## config.mk

```make
export PLATFORM = sky130hd
export DESIGN_NAME = alert_handler_wrap
export DESIGN_NICKNAME = d
export VERILOG_FILES = /design/src/alert_wrap_pkg.sv /design/src/alert_handler_wrap.sv /design/src/alert_crashdump.sv /design/src/alert_class_cfg.sv /design/src/alert_irq_ctrl.sv /design/src/alert_reg_file.sv
export VERILOG_INCLUDE_DIRS = /design/src
export SDC_FILE = /design/constraint.sdc
export NUM_CORES = 1
export LEC_CHECK = 0
export BUFFER_PORTS_ARGS = -buffer_cell sky130_fd_sc_hd__buf_4
export CELL_PAD_IN_SITES_DETAIL_PLACEMENT = 1
export CELL_PAD_IN_SITES_GLOBAL_PLACEMENT = 2
export CORE_MARGIN = 2
export CORE_UTILIZATION = 26
export CTS_BUF_LIST = sky130_fd_sc_hd__clkbuf_8
export CTS_CLUSTER_SIZE = 40
export DETAILED_ROUTE_END_ITERATION = 10
export PLACE_DENSITY_LB_ADDON = 0.1
export SETUP_SLACK_MARGIN = 0.15
export SLEW_MARGIN = 10
export SYNTH_ARGS = -nofsm -noshare
export SYNTH_HDL_FRONTEND = slang
export SYNTH_SLANG_ARGS = --single-unit
```

## constraint.sdc

```tcl
create_clock -name clk_i -period 4 [get_ports clk_i]
set_clock_uncertainty 0.2 [all_clocks]
set_input_delay 0.6 -clock clk_i [delete_from_list [all_inputs] [get_ports clk_i]]
set_output_delay 0.6 -clock clk_i [all_outputs]
set_load 0.02 [all_outputs]
```

## src/alert_wrap_defines.svh

```systemverilog
// alert handler register wrapper
// counts, widths, register word addresses and control word fields
`ifndef ALERT_WRAP_DEFINES_SVH
`define ALERT_WRAP_DEFINES_SVH

// sizes
`define N_CLASSES   4
`define N_ALERTS    8
`define N_ESC_SEV   4
`define ADDR_W      6
`define DATA_W      32
`define ACCUM_CNT_W 16
`define ESC_STATE_W 3

// register word addresses
// per-class registers take four consecutive words from their base
`define ADDR_INTR_STATE   0
`define ADDR_INTR_ENABLE  1
`define ADDR_INTR_TEST    2
`define ADDR_ALERT_CAUSE  3
`define ADDR_ALERT_EN     4
`define ADDR_CLASS_CTRL   8
`define ADDR_CLR_REGWEN   12
`define ADDR_CLASS_CLR    16
`define ADDR_CLASS_STATUS 20

// class control word fields
`define CTRL_EN_BIT   0
`define CTRL_LOCK_BIT 1
`define CTRL_EN_E_LSB 2
`define CTRL_MAP_LSB  6

`endif
```

## src/alert_wrap_pkg.sv

```systemverilog
// alert handler register wrapper types
// vector typedefs for class, alert and register widths, plus the
// escalation state encoding reported by each class

`include "alert_wrap_defines.svh"

package alert_wrap_pkg;

  typedef logic [`N_CLASSES-1:0]             class_vec_t;
  typedef logic [`N_ALERTS-1:0]              alert_vec_t;
  // class c owns bits 4c+3:4c
  typedef logic [`N_CLASSES*`N_ESC_SEV-1:0]  esc_en_t;
  // two bits per escalation signal, eight bits per class
  typedef logic [`N_CLASSES*`N_ESC_SEV*2-1:0] esc_map_t;
  typedef logic [`ACCUM_CNT_W-1:0]           accum_cnt_t;
  typedef logic [`ADDR_W-1:0]                reg_addr_t;
  typedef logic [`DATA_W-1:0]                reg_data_t;

  // escalation FSM state as seen from the register side
  typedef enum logic [`ESC_STATE_W-1:0] {
    Idle     = 3'b000,
    Timeout  = 3'b001,
    Terminal = 3'b010,
    Phase0   = 3'b011,
    Phase1   = 3'b100,
    Phase2   = 3'b101,
    Phase3   = 3'b110,
    FsmError = 3'b111
  } esc_state_e;

endpackage

```

## src/alert_handler_wrap.sv

```systemverilog
// alert handler register wrapper, top level
// ties the register file, interrupts, class decode and crashdump to a
// plain strobe register port and the hardware-side signals
`timescale 1ns/100ps
`include "alert_wrap_defines.svh"

module alert_handler_wrap (
  input  logic                                       clk_i,
  input  logic                                       rst_ni,
  // register port
  input  logic                                       wr_en_i,
  input  logic                                       rd_en_i,
  input  alert_wrap_pkg::reg_addr_t                  addr_i,
  input  alert_wrap_pkg::reg_data_t                  wdata_i,
  output alert_wrap_pkg::reg_data_t                  rdata_o,
  // hardware side
  input  alert_wrap_pkg::class_vec_t                 class_trig_i,
  input  alert_wrap_pkg::class_vec_t                 esc_trig_i,
  input  alert_wrap_pkg::alert_vec_t                 alert_trig_i,
  input  alert_wrap_pkg::accum_cnt_t [`N_CLASSES-1:0] accum_cnt_i,
  input  alert_wrap_pkg::esc_state_e [`N_CLASSES-1:0] esc_state_i,
  input  logic                                       latch_crashdump_i,
  output alert_wrap_pkg::class_vec_t                 irq_o,
  output alert_wrap_pkg::class_vec_t                 class_en_o,
  output alert_wrap_pkg::class_vec_t                 class_clr_o,
  output alert_wrap_pkg::alert_vec_t                 alert_en_o,
  output alert_wrap_pkg::esc_en_t                    class_esc_en_o,
  output alert_wrap_pkg::esc_map_t                   class_esc_map_o,
  // crashdump
  output alert_wrap_pkg::alert_vec_t                 crashdump_cause_o,
  output alert_wrap_pkg::accum_cnt_t [`N_CLASSES-1:0] crashdump_accum_o,
  output alert_wrap_pkg::esc_state_e [`N_CLASSES-1:0] crashdump_state_o
);

  alert_wrap_pkg::class_vec_t                 intr_enable;
  alert_wrap_pkg::class_vec_t                 intr_test;
  alert_wrap_pkg::class_vec_t                 intr_clr;
  alert_wrap_pkg::class_vec_t                 intr_state;
  alert_wrap_pkg::alert_vec_t                 alert_cause;
  alert_wrap_pkg::reg_data_t [`N_CLASSES-1:0] class_ctrl;
  alert_wrap_pkg::class_vec_t                 class_clr;
  alert_wrap_pkg::class_vec_t                 autolock_clr;

  alert_reg_file u_reg_file (
    .clk_i          ( clk_i          ),
    .rst_ni         ( rst_ni         ),
    .wr_en_i        ( wr_en_i        ),
    .rd_en_i        ( rd_en_i        ),
    .addr_i         ( addr_i         ),
    .wdata_i        ( wdata_i        ),
    .rdata_o        ( rdata_o        ),
    .alert_trig_i   ( alert_trig_i   ),
    .intr_state_i   ( intr_state     ),
    .autolock_clr_i ( autolock_clr   ),
    .accum_cnt_i    ( accum_cnt_i    ),
    .esc_state_i    ( esc_state_i    ),
    .intr_enable_o  ( intr_enable    ),
    .intr_test_o    ( intr_test      ),
    .intr_clr_o     ( intr_clr       ),
    .alert_cause_o  ( alert_cause    ),
    .alert_en_o     ( alert_en_o     ),
    .class_ctrl_o   ( class_ctrl     ),
    .class_clr_o    ( class_clr      )
  );

  alert_irq_ctrl u_irq_ctrl (
    .clk_i         ( clk_i        ),
    .rst_ni        ( rst_ni       ),
    .class_trig_i  ( class_trig_i ),
    .intr_test_i   ( intr_test    ),
    .intr_clr_i    ( intr_clr     ),
    .intr_enable_i ( intr_enable  ),
    .intr_state_o  ( intr_state   ),
    .irq_o         ( irq_o        )
  );

  alert_class_cfg u_class_cfg (
    .class_ctrl_i    ( class_ctrl      ),
    .esc_trig_i      ( esc_trig_i      ),
    .class_en_o      ( class_en_o      ),
    .class_esc_en_o  ( class_esc_en_o  ),
    .class_esc_map_o ( class_esc_map_o ),
    .autolock_clr_o  ( autolock_clr    )
  );

  alert_crashdump u_crashdump (
    .clk_i             ( clk_i             ),
    .rst_ni            ( rst_ni            ),
    .latch_crashdump_i ( latch_crashdump_i ),
    .class_clr_i       ( class_clr         ),
    .alert_cause_i     ( alert_cause       ),
    .accum_cnt_i       ( accum_cnt_i       ),
    .esc_state_i       ( esc_state_i       ),
    .crashdump_cause_o ( crashdump_cause_o ),
    .crashdump_accum_o ( crashdump_accum_o ),
    .crashdump_state_o ( crashdump_state_o )
  );

  assign class_clr_o = class_clr;

endmodule

```

## src/alert_crashdump.sv

```systemverilog
// alert handler crashdump
// passes live cause, count and state through until the first latch
// request, then holds that snapshot until any class clear
`timescale 1ns/100ps
`include "alert_wrap_defines.svh"

module alert_crashdump (
  input  logic                                       clk_i,
  input  logic                                       rst_ni,
  input  logic                                       latch_crashdump_i,
  input  alert_wrap_pkg::class_vec_t                 class_clr_i,
  input  alert_wrap_pkg::alert_vec_t                 alert_cause_i,
  input  alert_wrap_pkg::accum_cnt_t [`N_CLASSES-1:0] accum_cnt_i,
  input  alert_wrap_pkg::esc_state_e [`N_CLASSES-1:0] esc_state_i,
  output alert_wrap_pkg::alert_vec_t                 crashdump_cause_o,
  output alert_wrap_pkg::accum_cnt_t [`N_CLASSES-1:0] crashdump_accum_o,
  output alert_wrap_pkg::esc_state_e [`N_CLASSES-1:0] crashdump_state_o
);

  logic                                      latched_q;
  alert_wrap_pkg::alert_vec_t                cause_q;
  alert_wrap_pkg::accum_cnt_t [`N_CLASSES-1:0] accum_q;
  alert_wrap_pkg::esc_state_e [`N_CLASSES-1:0] state_q;

  ////////////////////////////////////////
  // snapshot
  ////////////////////////////////////////

  // only the first request is captured, later ones are ignored until a
  // clear rearms the latch
  always_ff @(posedge clk_i or negedge rst_ni) begin
    if (!rst_ni) begin
      latched_q <= 1'b0;
      cause_q   <= '0;
      accum_q   <= '0;
      for (int c = 0; c < `N_CLASSES; c++) begin
        state_q[c] <= alert_wrap_pkg::Idle;
      end
    end else if (|class_clr_i) begin
      latched_q <= 1'b0;
      cause_q   <= '0;
      accum_q   <= '0;
      for (int c = 0; c < `N_CLASSES; c++) begin
        state_q[c] <= alert_wrap_pkg::Idle;
      end
    end else if (latch_crashdump_i && !latched_q) begin
      latched_q <= 1'b1;
      cause_q   <= alert_cause_i;
      accum_q   <= accum_cnt_i;
      state_q   <= esc_state_i;
    end
  end

  // live view until latched
  assign crashdump_cause_o = latched_q ? cause_q : alert_cause_i;
  assign crashdump_accum_o = latched_q ? accum_q : accum_cnt_i;
  assign crashdump_state_o = latched_q ? state_q : esc_state_i;

endmodule

```

## src/alert_class_cfg.sv

```systemverilog
// alert handler class control decode
// splits each class control word into class enable, escalation signal
// enables, the phase-to-signal map and the autolock request
`timescale 1ns/100ps
`include "alert_wrap_defines.svh"

module alert_class_cfg (
  input  alert_wrap_pkg::reg_data_t [`N_CLASSES-1:0] class_ctrl_i,
  input  alert_wrap_pkg::class_vec_t                 esc_trig_i,
  output alert_wrap_pkg::class_vec_t                 class_en_o,
  output alert_wrap_pkg::esc_en_t                    class_esc_en_o,
  output alert_wrap_pkg::esc_map_t                   class_esc_map_o,
  output alert_wrap_pkg::class_vec_t                 autolock_clr_o
);

  // map field width per class
  localparam int map_w = 2 * `N_ESC_SEV;

  for (genvar c = 0; c < `N_CLASSES; c++) begin : gen_class
    logic                 en;
    logic                 lock;
    logic [`N_ESC_SEV-1:0] en_e;
    logic [map_w-1:0]     map;

    assign en   = class_ctrl_i[c][`CTRL_EN_BIT];
    assign lock = class_ctrl_i[c][`CTRL_LOCK_BIT];
    assign en_e = class_ctrl_i[c][`CTRL_EN_E_LSB +: `N_ESC_SEV];
    assign map  = class_ctrl_i[c][`CTRL_MAP_LSB +: map_w];

    // a class without any escalation signal enabled counts as disabled
    assign class_en_o[c] = en & (|en_e);

    assign class_esc_en_o[c*`N_ESC_SEV +: `N_ESC_SEV] = en_e;
    assign class_esc_map_o[c*map_w +: map_w]          = map;

    // locked and enabled class entering escalation drops its clear enable
    assign autolock_clr_o[c] = esc_trig_i[c] & lock & class_en_o[c];
  end

endmodule

```

## src/alert_irq_ctrl.sv

```systemverilog
// alert handler class interrupts
// one state bit per class, set by hardware or test, cleared by software
`timescale 1ns/100ps
`include "alert_wrap_defines.svh"

module alert_irq_ctrl (
  input  logic                       clk_i,
  input  logic                       rst_ni,
  input  alert_wrap_pkg::class_vec_t class_trig_i,
  input  alert_wrap_pkg::class_vec_t intr_test_i,
  input  alert_wrap_pkg::class_vec_t intr_clr_i,
  input  alert_wrap_pkg::class_vec_t intr_enable_i,
  output alert_wrap_pkg::class_vec_t intr_state_o,
  output alert_wrap_pkg::class_vec_t irq_o
);

  alert_wrap_pkg::class_vec_t state_d;
  alert_wrap_pkg::class_vec_t state_q;
  alert_wrap_pkg::class_vec_t irq_q;

  // a new event wins over a write-one-to-clear in the same cycle
  assign state_d = (state_q & ~intr_clr_i) | class_trig_i | intr_test_i;

  always_ff @(posedge clk_i or negedge rst_ni) begin
    if (!rst_ni) begin
      state_q <= '0;
    end else begin
      state_q <= state_d;
    end
  end

  // irq taken from the next state so it rises together with the state bit
  always_ff @(posedge clk_i or negedge rst_ni) begin
    if (!rst_ni) begin
      irq_q <= '0;
    end else begin
      irq_q <= state_d & intr_enable_i;
    end
  end

  assign intr_state_o = state_q;
  assign irq_o        = irq_q;

endmodule

```

## src/alert_reg_file.sv

```systemverilog
// alert handler register file
// software-visible storage, write decode, registered read mux and the
// class clear pulse gated by the per-class clear enable
`timescale 1ns/100ps
`include "alert_wrap_defines.svh"

module alert_reg_file (
  input  logic                                      clk_i,
  input  logic                                      rst_ni,
  // register port
  input  logic                                      wr_en_i,
  input  logic                                      rd_en_i,
  input  alert_wrap_pkg::reg_addr_t                 addr_i,
  input  alert_wrap_pkg::reg_data_t                 wdata_i,
  output alert_wrap_pkg::reg_data_t                 rdata_o,
  // hardware side
  input  alert_wrap_pkg::alert_vec_t                alert_trig_i,
  input  alert_wrap_pkg::class_vec_t                intr_state_i,
  input  alert_wrap_pkg::class_vec_t                autolock_clr_i,
  input  alert_wrap_pkg::accum_cnt_t [`N_CLASSES-1:0] accum_cnt_i,
  input  alert_wrap_pkg::esc_state_e [`N_CLASSES-1:0] esc_state_i,
  // register outputs
  output alert_wrap_pkg::class_vec_t                intr_enable_o,
  output alert_wrap_pkg::class_vec_t                intr_test_o,
  output alert_wrap_pkg::class_vec_t                intr_clr_o,
  output alert_wrap_pkg::alert_vec_t                alert_cause_o,
  output alert_wrap_pkg::alert_vec_t                alert_en_o,
  output alert_wrap_pkg::reg_data_t [`N_CLASSES-1:0] class_ctrl_o,
  output alert_wrap_pkg::class_vec_t                class_clr_o
);

  // implemented bits of a control word
  localparam int ctrl_w = `CTRL_MAP_LSB + 2 * `N_ESC_SEV;
  // low address bits select the class within a four-word group
  localparam int cls_w  = $clog2(`N_CLASSES);

  ////////////////////////////////////////
  // write decode
  ////////////////////////////////////////

  logic [cls_w-1:0]            cls_idx;
  alert_wrap_pkg::reg_addr_t   addr_base;
  alert_wrap_pkg::class_vec_t  cls_sel;
  logic                        wr_intr_state;
  logic                        wr_intr_enable;
  logic                        wr_intr_test;
  logic                        wr_alert_cause;
  logic                        wr_alert_en;
  alert_wrap_pkg::class_vec_t  wr_ctrl;
  alert_wrap_pkg::class_vec_t  wr_regwen;
  alert_wrap_pkg::class_vec_t  wr_clr;

  assign cls_idx   = addr_i[cls_w-1:0];
  assign addr_base = {addr_i[`ADDR_W-1:cls_w], {cls_w{1'b0}}};
  assign cls_sel   = alert_wrap_pkg::class_vec_t'(1) << cls_idx;

  assign wr_intr_state  = wr_en_i && (addr_i == `ADDR_INTR_STATE);
  assign wr_intr_enable = wr_en_i && (addr_i == `ADDR_INTR_ENABLE);
  assign wr_intr_test   = wr_en_i && (addr_i == `ADDR_INTR_TEST);
  assign wr_alert_cause = wr_en_i && (addr_i == `ADDR_ALERT_CAUSE);
  assign wr_alert_en    = wr_en_i && (addr_i == `ADDR_ALERT_EN);

  assign wr_ctrl   = (wr_en_i && addr_base == `ADDR_CLASS_CTRL) ? cls_sel : '0;
  assign wr_regwen = (wr_en_i && addr_base == `ADDR_CLR_REGWEN) ? cls_sel : '0;
  assign wr_clr    = (wr_en_i && addr_base == `ADDR_CLASS_CLR)  ? cls_sel : '0;

  // interrupt test and clear are single-cycle strobes to the irq block
  assign intr_test_o = wr_intr_test  ? wdata_i[`N_CLASSES-1:0] : '0;
  assign intr_clr_o  = wr_intr_state ? wdata_i[`N_CLASSES-1:0] : '0;

  ////////////////////////////////////////
  // register storage
  ////////////////////////////////////////

  alert_wrap_pkg::class_vec_t                intr_enable_q;
  alert_wrap_pkg::alert_vec_t                alert_cause_q;
  alert_wrap_pkg::alert_vec_t                alert_en_q;
  alert_wrap_pkg::reg_data_t [`N_CLASSES-1:0] ctrl_q;
  alert_wrap_pkg::class_vec_t                clr_regwen_q;
  alert_wrap_pkg::class_vec_t                class_clr_q;
  alert_wrap_pkg::alert_vec_t                cause_clr;
  alert_wrap_pkg::class_vec_t                regwen_clr;
  alert_wrap_pkg::class_vec_t                clr_req;

  assign cause_clr  = wr_alert_cause ? wdata_i[`N_ALERTS-1:0] : '0;
  // writing 0 drops the enable, writing 1 leaves it alone
  assign regwen_clr = wr_regwen & ~{`N_CLASSES{wdata_i[0]}};
  assign clr_req    = wr_clr & {`N_CLASSES{wdata_i[0]}};

  always_ff @(posedge clk_i or negedge rst_ni) begin
    if (!rst_ni) begin
      intr_enable_q <= '0;
      alert_en_q    <= '0;
      ctrl_q        <= '0;
    end else begin
      if (wr_intr_enable) begin
        intr_enable_q <= wdata_i[`N_CLASSES-1:0];
      end
      if (wr_alert_en) begin
        alert_en_q <= wdata_i[`N_ALERTS-1:0];
      end
      for (int c = 0; c < `N_CLASSES; c++) begin
        if (wr_ctrl[c]) begin
          ctrl_q[c] <= alert_wrap_pkg::reg_data_t'(wdata_i[ctrl_w-1:0]);
        end
      end
    end
  end

  // cause bits are sticky, a new event wins over a software clear
  always_ff @(posedge clk_i or negedge rst_ni) begin
    if (!rst_ni) begin
      alert_cause_q <= '0;
    end else begin
      alert_cause_q <= (alert_cause_q & ~cause_clr) | alert_trig_i;
    end
  end

  // clear enable only ever falls, by software or by autolock
  always_ff @(posedge clk_i or negedge rst_ni) begin
    if (!rst_ni) begin
      clr_regwen_q <= '1;
      class_clr_q  <= '0;
    end else begin
      clr_regwen_q <= clr_regwen_q & ~(regwen_clr | autolock_clr_i);
      class_clr_q  <= clr_req & clr_regwen_q;
    end
  end

  ////////////////////////////////////////
  // read mux
  ////////////////////////////////////////

  alert_wrap_pkg::reg_data_t rdata_d;
  alert_wrap_pkg::reg_data_t rdata_q;

  // test and clear words are write-only and read as 0
  always_comb begin
    rdata_d = '0;
    case (addr_i)
      `ADDR_INTR_STATE:  rdata_d[`N_CLASSES-1:0] = intr_state_i;
      `ADDR_INTR_ENABLE: rdata_d[`N_CLASSES-1:0] = intr_enable_q;
      `ADDR_ALERT_CAUSE: rdata_d[`N_ALERTS-1:0]  = alert_cause_q;
      `ADDR_ALERT_EN:    rdata_d[`N_ALERTS-1:0]  = alert_en_q;
      default: begin
        if (addr_base == `ADDR_CLASS_CTRL) begin
          rdata_d = ctrl_q[cls_idx];
        end else if (addr_base == `ADDR_CLR_REGWEN) begin
          rdata_d[0] = clr_regwen_q[cls_idx];
        end else if (addr_base == `ADDR_CLASS_STATUS) begin
          rdata_d[`ACCUM_CNT_W-1:0]             = accum_cnt_i[cls_idx];
          rdata_d[`ACCUM_CNT_W +: `ESC_STATE_W] = esc_state_i[cls_idx];
        end
      end
    endcase
  end

  always_ff @(posedge clk_i or negedge rst_ni) begin
    if (!rst_ni) begin
      rdata_q <= '0;
    end else if (rd_en_i) begin
      rdata_q <= rdata_d;
    end
  end

  assign rdata_o       = rdata_q;
  assign intr_enable_o = intr_enable_q;
  assign alert_cause_o = alert_cause_q;
  assign alert_en_o    = alert_en_q;
  assign class_ctrl_o  = ctrl_q;
  assign class_clr_o   = class_clr_q;

endmodule

```

==> results.toml <==
[run_status]
run_status = "finished clean"

[finish]
layoutNonFillerInstCount = 1494
num-fill-cells = 4115
final_net_count = 1104
fin_util = 0.335
drive_gt1_frac = 0.534
area_delta_synth_final_pct = 27.6
final_design_area_no_fill_um2 = 12500

[critical_path]
worst_reg_to_reg_setup_slack_ns = 1.43
end_kind = "output port"
worst-endpoint-arrival_ns = 2.18
r2r_end = "u_crashdump.accum_q[52]"
cp_max_fo = 63
critical_path_source_type = "flop"
cpMaxStageDelayCell = "sky130_fd_sc_hd__dfrtp_4"
ff2ff_path_depth = 4
crit_chain = "buf_12, mux2_2, buf_4"
worstSetupPathType = "reg2out"
critical_path.reg2reg.startpoint = "u_reg_file.class_clr_o[0]"
slowest_delay_ns = 0.69
timing.critical_path.required_ns = 3.20

[synthesis]
synth-seq-cells = 196
ys.flop_type = "sky130_fd_sc_hd__dfrtp_1"
avgSynthCellArea_um2 = 13.0
synth_warnings = 0
post-synth-top-area-fraction = 0.489
post_synth_main_area_contributors = "sky130_fd_sc_hd__dfrtp_1 (49%), sky130_fd_sc_hd__mux2_2 (17%), sky130_fd_sc_hd__mux4_2 (7.8%)"
syn-cell-area_um2 = 9830
synth_enable_flop_cells = 0
synth_top_area_cell = "sky130_fd_sc_hd__dfrtp_1"
synth.cells.most_frequent = "sky130_fd_sc_hd__dfrtp_1 (192), sky130_fd_sc_hd__mux2_2 (148), sky130_fd_sc_hd__a22o_1 (84)"
post-synth-top-count-cell = "sky130_fd_sc_hd__dfrtp_1"
synth_sequential_area_ratio = 0.499
synth_cells = 754
asyncSetResetFlopFracSynth = 1.00
netlist-cell-type-count = 41

[clocking]
clock_tree_from_tritoncts = "built"
htree_num_levels = 4
clk_lat_worst_skew_ns = 0.50
post_cts.repair.setup_buffers = 0
clkSlewWorstSetupHoldPaths_ns = 0.11
clock_tree_buf_depth = 2
clock-root-buffer = "sky130_fd_sc_hd__clkbuf_8"
cts.sink_count = 196
cts_inserted_buffers = 17

[global_route]
global_route.usage.total = 0.181
gr-total-overflow = 0
grt_antenna_before_repair = 1
vias_in_the_first_global_route = 7613
pin_count_of_the_biggest_net_entering_global_routing = 85
grt_pass1_wl_um = 51900

[worst_hold_path]
whs_endpoint = "u_reg_file.clr_regwen_q[3]"
type_of_the_most_critical_hold_path = "in2reg"
min-delay-start = "esc_trig_i[3]"
holdPathStages = 2

[timing]
worst-slew-pin-transition_ns = 0.877
timing_hold_violations_final = 0
rsz0062_at_grt = "false"
max_freq_ghz = 0.336
finalCriticalPeriod_ns = 2.98
timing.final.max_slew_violations = 0
setup-violations-final = 0
timing.final.crit_share = 0.744
setup-tns-final_ns = 0
worst_slew_margin_rel = 0.410

[routing]
remaining_drc_errors = 0
drt-pass1-iter-count = 4
drt_first_iter_violations = 284
post_detailed_route_count_of_antenna_violating_nets = 0
detail_route.wirelength_um = 35000
detail_routed_via_count_per_cell = 4.75
drt-wirelength-per-cell_um = 23.5
num_vias = 7102

[floorplan]
boundary_pin_count = 319
rows = 71
chipWidth_um = 198
die_height_um = 198
initial_utilization = 0.262
placeableCoreArea_um2 = 37500
die_area_um2 = 39400

[place]
io_buffer_count = 287
hpwl_um = 25300
detailed_place.area_um2 = 12200
placed_cells = 1460
place.gp.congestion = 0.721

[job]
max-cap-violations = 0

[pwr]
total_power_mw = 4.92
power.density_cell_area_nw_per_um2 = 392
irDropWorstVdd_v = 0.000201
power.static_leakage_nw = 5.88
==> worst max-delay path by stage <==
stage	startpoint	end	slack, ns	cells after the start
floorplan	addr_i[2]	u_irq_ctrl.irq_o[0]	1.60	6
global placement	addr_i[0]	u_reg_file.rdata_o[0]	0.96	6
detailed placement	addr_i[0]	u_reg_file.rdata_o[3]	0.96	5
CTS	u_crashdump.latched_q	crashdump_accum_o[59]	0.93	3
global route	u_crashdump.latched_q	crashdump_accum_o[59]	0.89	3
finish	u_crashdump.latched_q	crashdump_accum_o[59]	1.02	3
==> per-layer routing <==
| layer | track usage | vias to the layer above | part of all wire |
|---|---|---|---|
| met3 | 0.0436 | 24 | 0.055 |
| met2 | 0.286 | 183 | 0.47 |
| met1 | 0.249 | 3697 | 0.46 |
| li1 | - | 3196 | - |
| met4 | 0.0431 | 2 | 0.011 |
| met5 | 0 | - | 0.00037 |
==> kinds of logic after synthesis <==
family,after synthesis,synth area share
AOI/OAI and AO/OA,156,0.128
muxes,186,0.251
other,1,0.000381
buffers and inverters,131,0.0757
and+or+nand+nor,84,0.0449
DFF,196,0.499
==> critical path, delay by kind of cell (launching register included) <==
family / cells / cell delay (ns)
multiplexers: 1 / 0.40
buffers and inverters: 2 / 0.54
flip-flops: 1 / 0.69
==> final cells by class <==
| class | count | area, um2 | area share |
|---|---|---|---|
| Multi-Input combinational cell | 439 | 4250 | 0.339 |
| Tap cell | 511 | 639 | 0.0509 |
| Antenna cell | 1 | 2.50 | 0.000199 |
| Timing Repair Buffer | 302 | 2310 | 0.184 |
| Clock inverter | 15 | 144 | 0.0115 |
| Clock buffer | 17 | 234 | 0.0186 |
| Sequential cell | 196 | 4910 | 0.392 |
| Inverter | 13 | 48.8 | 0.00389 |
==> per-stage QoR <==
stage	setup slack (ns)	hold slack, ns
3_5_place_dp	0.957	0.232
4_1_cts	0.932	0.00179
3_3_place_gp	0.958	0.232
2_1_floorplan	1.60	0.104
5_1_grt	0.889	0.0109
6_report	1.02	0.0538
==> repair_timing <==
action	CTS	global route
hold buffers	1	0
hold endpoints to repair	77	0
gates resized for setup	0	0
==> registers in the layout, summed over array words and instances, names as in the netlist <==
signal	cells
u_crashdump.latched_q	1
u_reg_file.rdata_o	19
u_crashdump.accum_q	64
u_reg_file.intr_enable_o	4
u_crashdump.state_q	12
u_irq_ctrl.irq_o	4
u_reg_file.class_ctrl_o	56
u_reg_file.clr_regwen_q	4
u_reg_file.alert_cause_o	8
u_irq_ctrl.intr_state_o	4
u_reg_file.alert_en_o	8
u_crashdump.cause_q	8
u_reg_file.class_clr_o	4
==> layout by cell type (no fill, tap or decap), types with 2 or more instances in the layout <==
| master | synthesis | final |
|---|---|---|
| sky130_fd_sc_hd__buf_4 | 61 | 297 |
| sky130_fd_sc_hd__o41a_1 | 4 | 4 |
| sky130_fd_sc_hd__and2_1 | 5 | 5 |
| sky130_fd_sc_hd__nand3_1 | 11 | 11 |
| sky130_fd_sc_hd__inv_1 | 13 | 13 |
| sky130_fd_sc_hd__buf_12 | 0 | 3 |
| sky130_fd_sc_hd__a22oi_1 | 10 | 10 |
| sky130_fd_sc_hd__dfstp_2 | 4 | 4 |
| sky130_fd_sc_hd__o221ai_1 | 3 | 3 |
| sky130_fd_sc_hd__nor2_1 | 24 | 24 |
| sky130_fd_sc_hd__mux2_2 | 148 | 148 |
| sky130_fd_sc_hd__dfrtp_1 | 192 | 191 |
| sky130_fd_sc_hd__a21o_1 | 8 | 8 |
| sky130_fd_sc_hd__a221oi_1 | 10 | 10 |
| sky130_fd_sc_hd__nor2b_1 | 4 | 4 |
| sky130_fd_sc_hd__inv_6 | 0 | 7 |
| sky130_fd_sc_hd__clkinv_4 | 0 | 3 |
| sky130_fd_sc_hd__nand2_1 | 17 | 17 |
| sky130_fd_sc_hd__conb_1 | 1 | 13 |
| sky130_fd_sc_hd__or4_1 | 2 | 2 |
| sky130_fd_sc_hd__a31oi_1 | 7 | 7 |
| sky130_fd_sc_hd__nor4_1 | 5 | 5 |
| sky130_fd_sc_hd__a21oi_1 | 8 | 7 |
| sky130_fd_sc_hd__a311o_1 | 4 | 4 |
| sky130_fd_sc_hd__and3_1 | 6 | 6 |
| sky130_fd_sc_hd__a2111oi_0 | 2 | 2 |
| sky130_fd_sc_hd__clkinv_2 | 0 | 3 |
| sky130_fd_sc_hd__a22o_1 | 84 | 84 |
| sky130_fd_sc_hd__nand2b_1 | 2 | 2 |
| sky130_fd_sc_hd__clkbuf_8 | 0 | 18 |
| sky130_fd_sc_hd__mux2i_1 | 4 | 4 |
| sky130_fd_sc_hd__mux4_2 | 34 | 34 |
| sky130_fd_sc_hd__o21ai_0 | 13 | 13 |
==> where the power goes <==
part / switching [mW] / internal (mW)
Sequential: 0.152 / 2.19
Combinational: 0.645 / 0.619
Clock: 0.811 / 0.511
(Power assumes the default switching activity.)
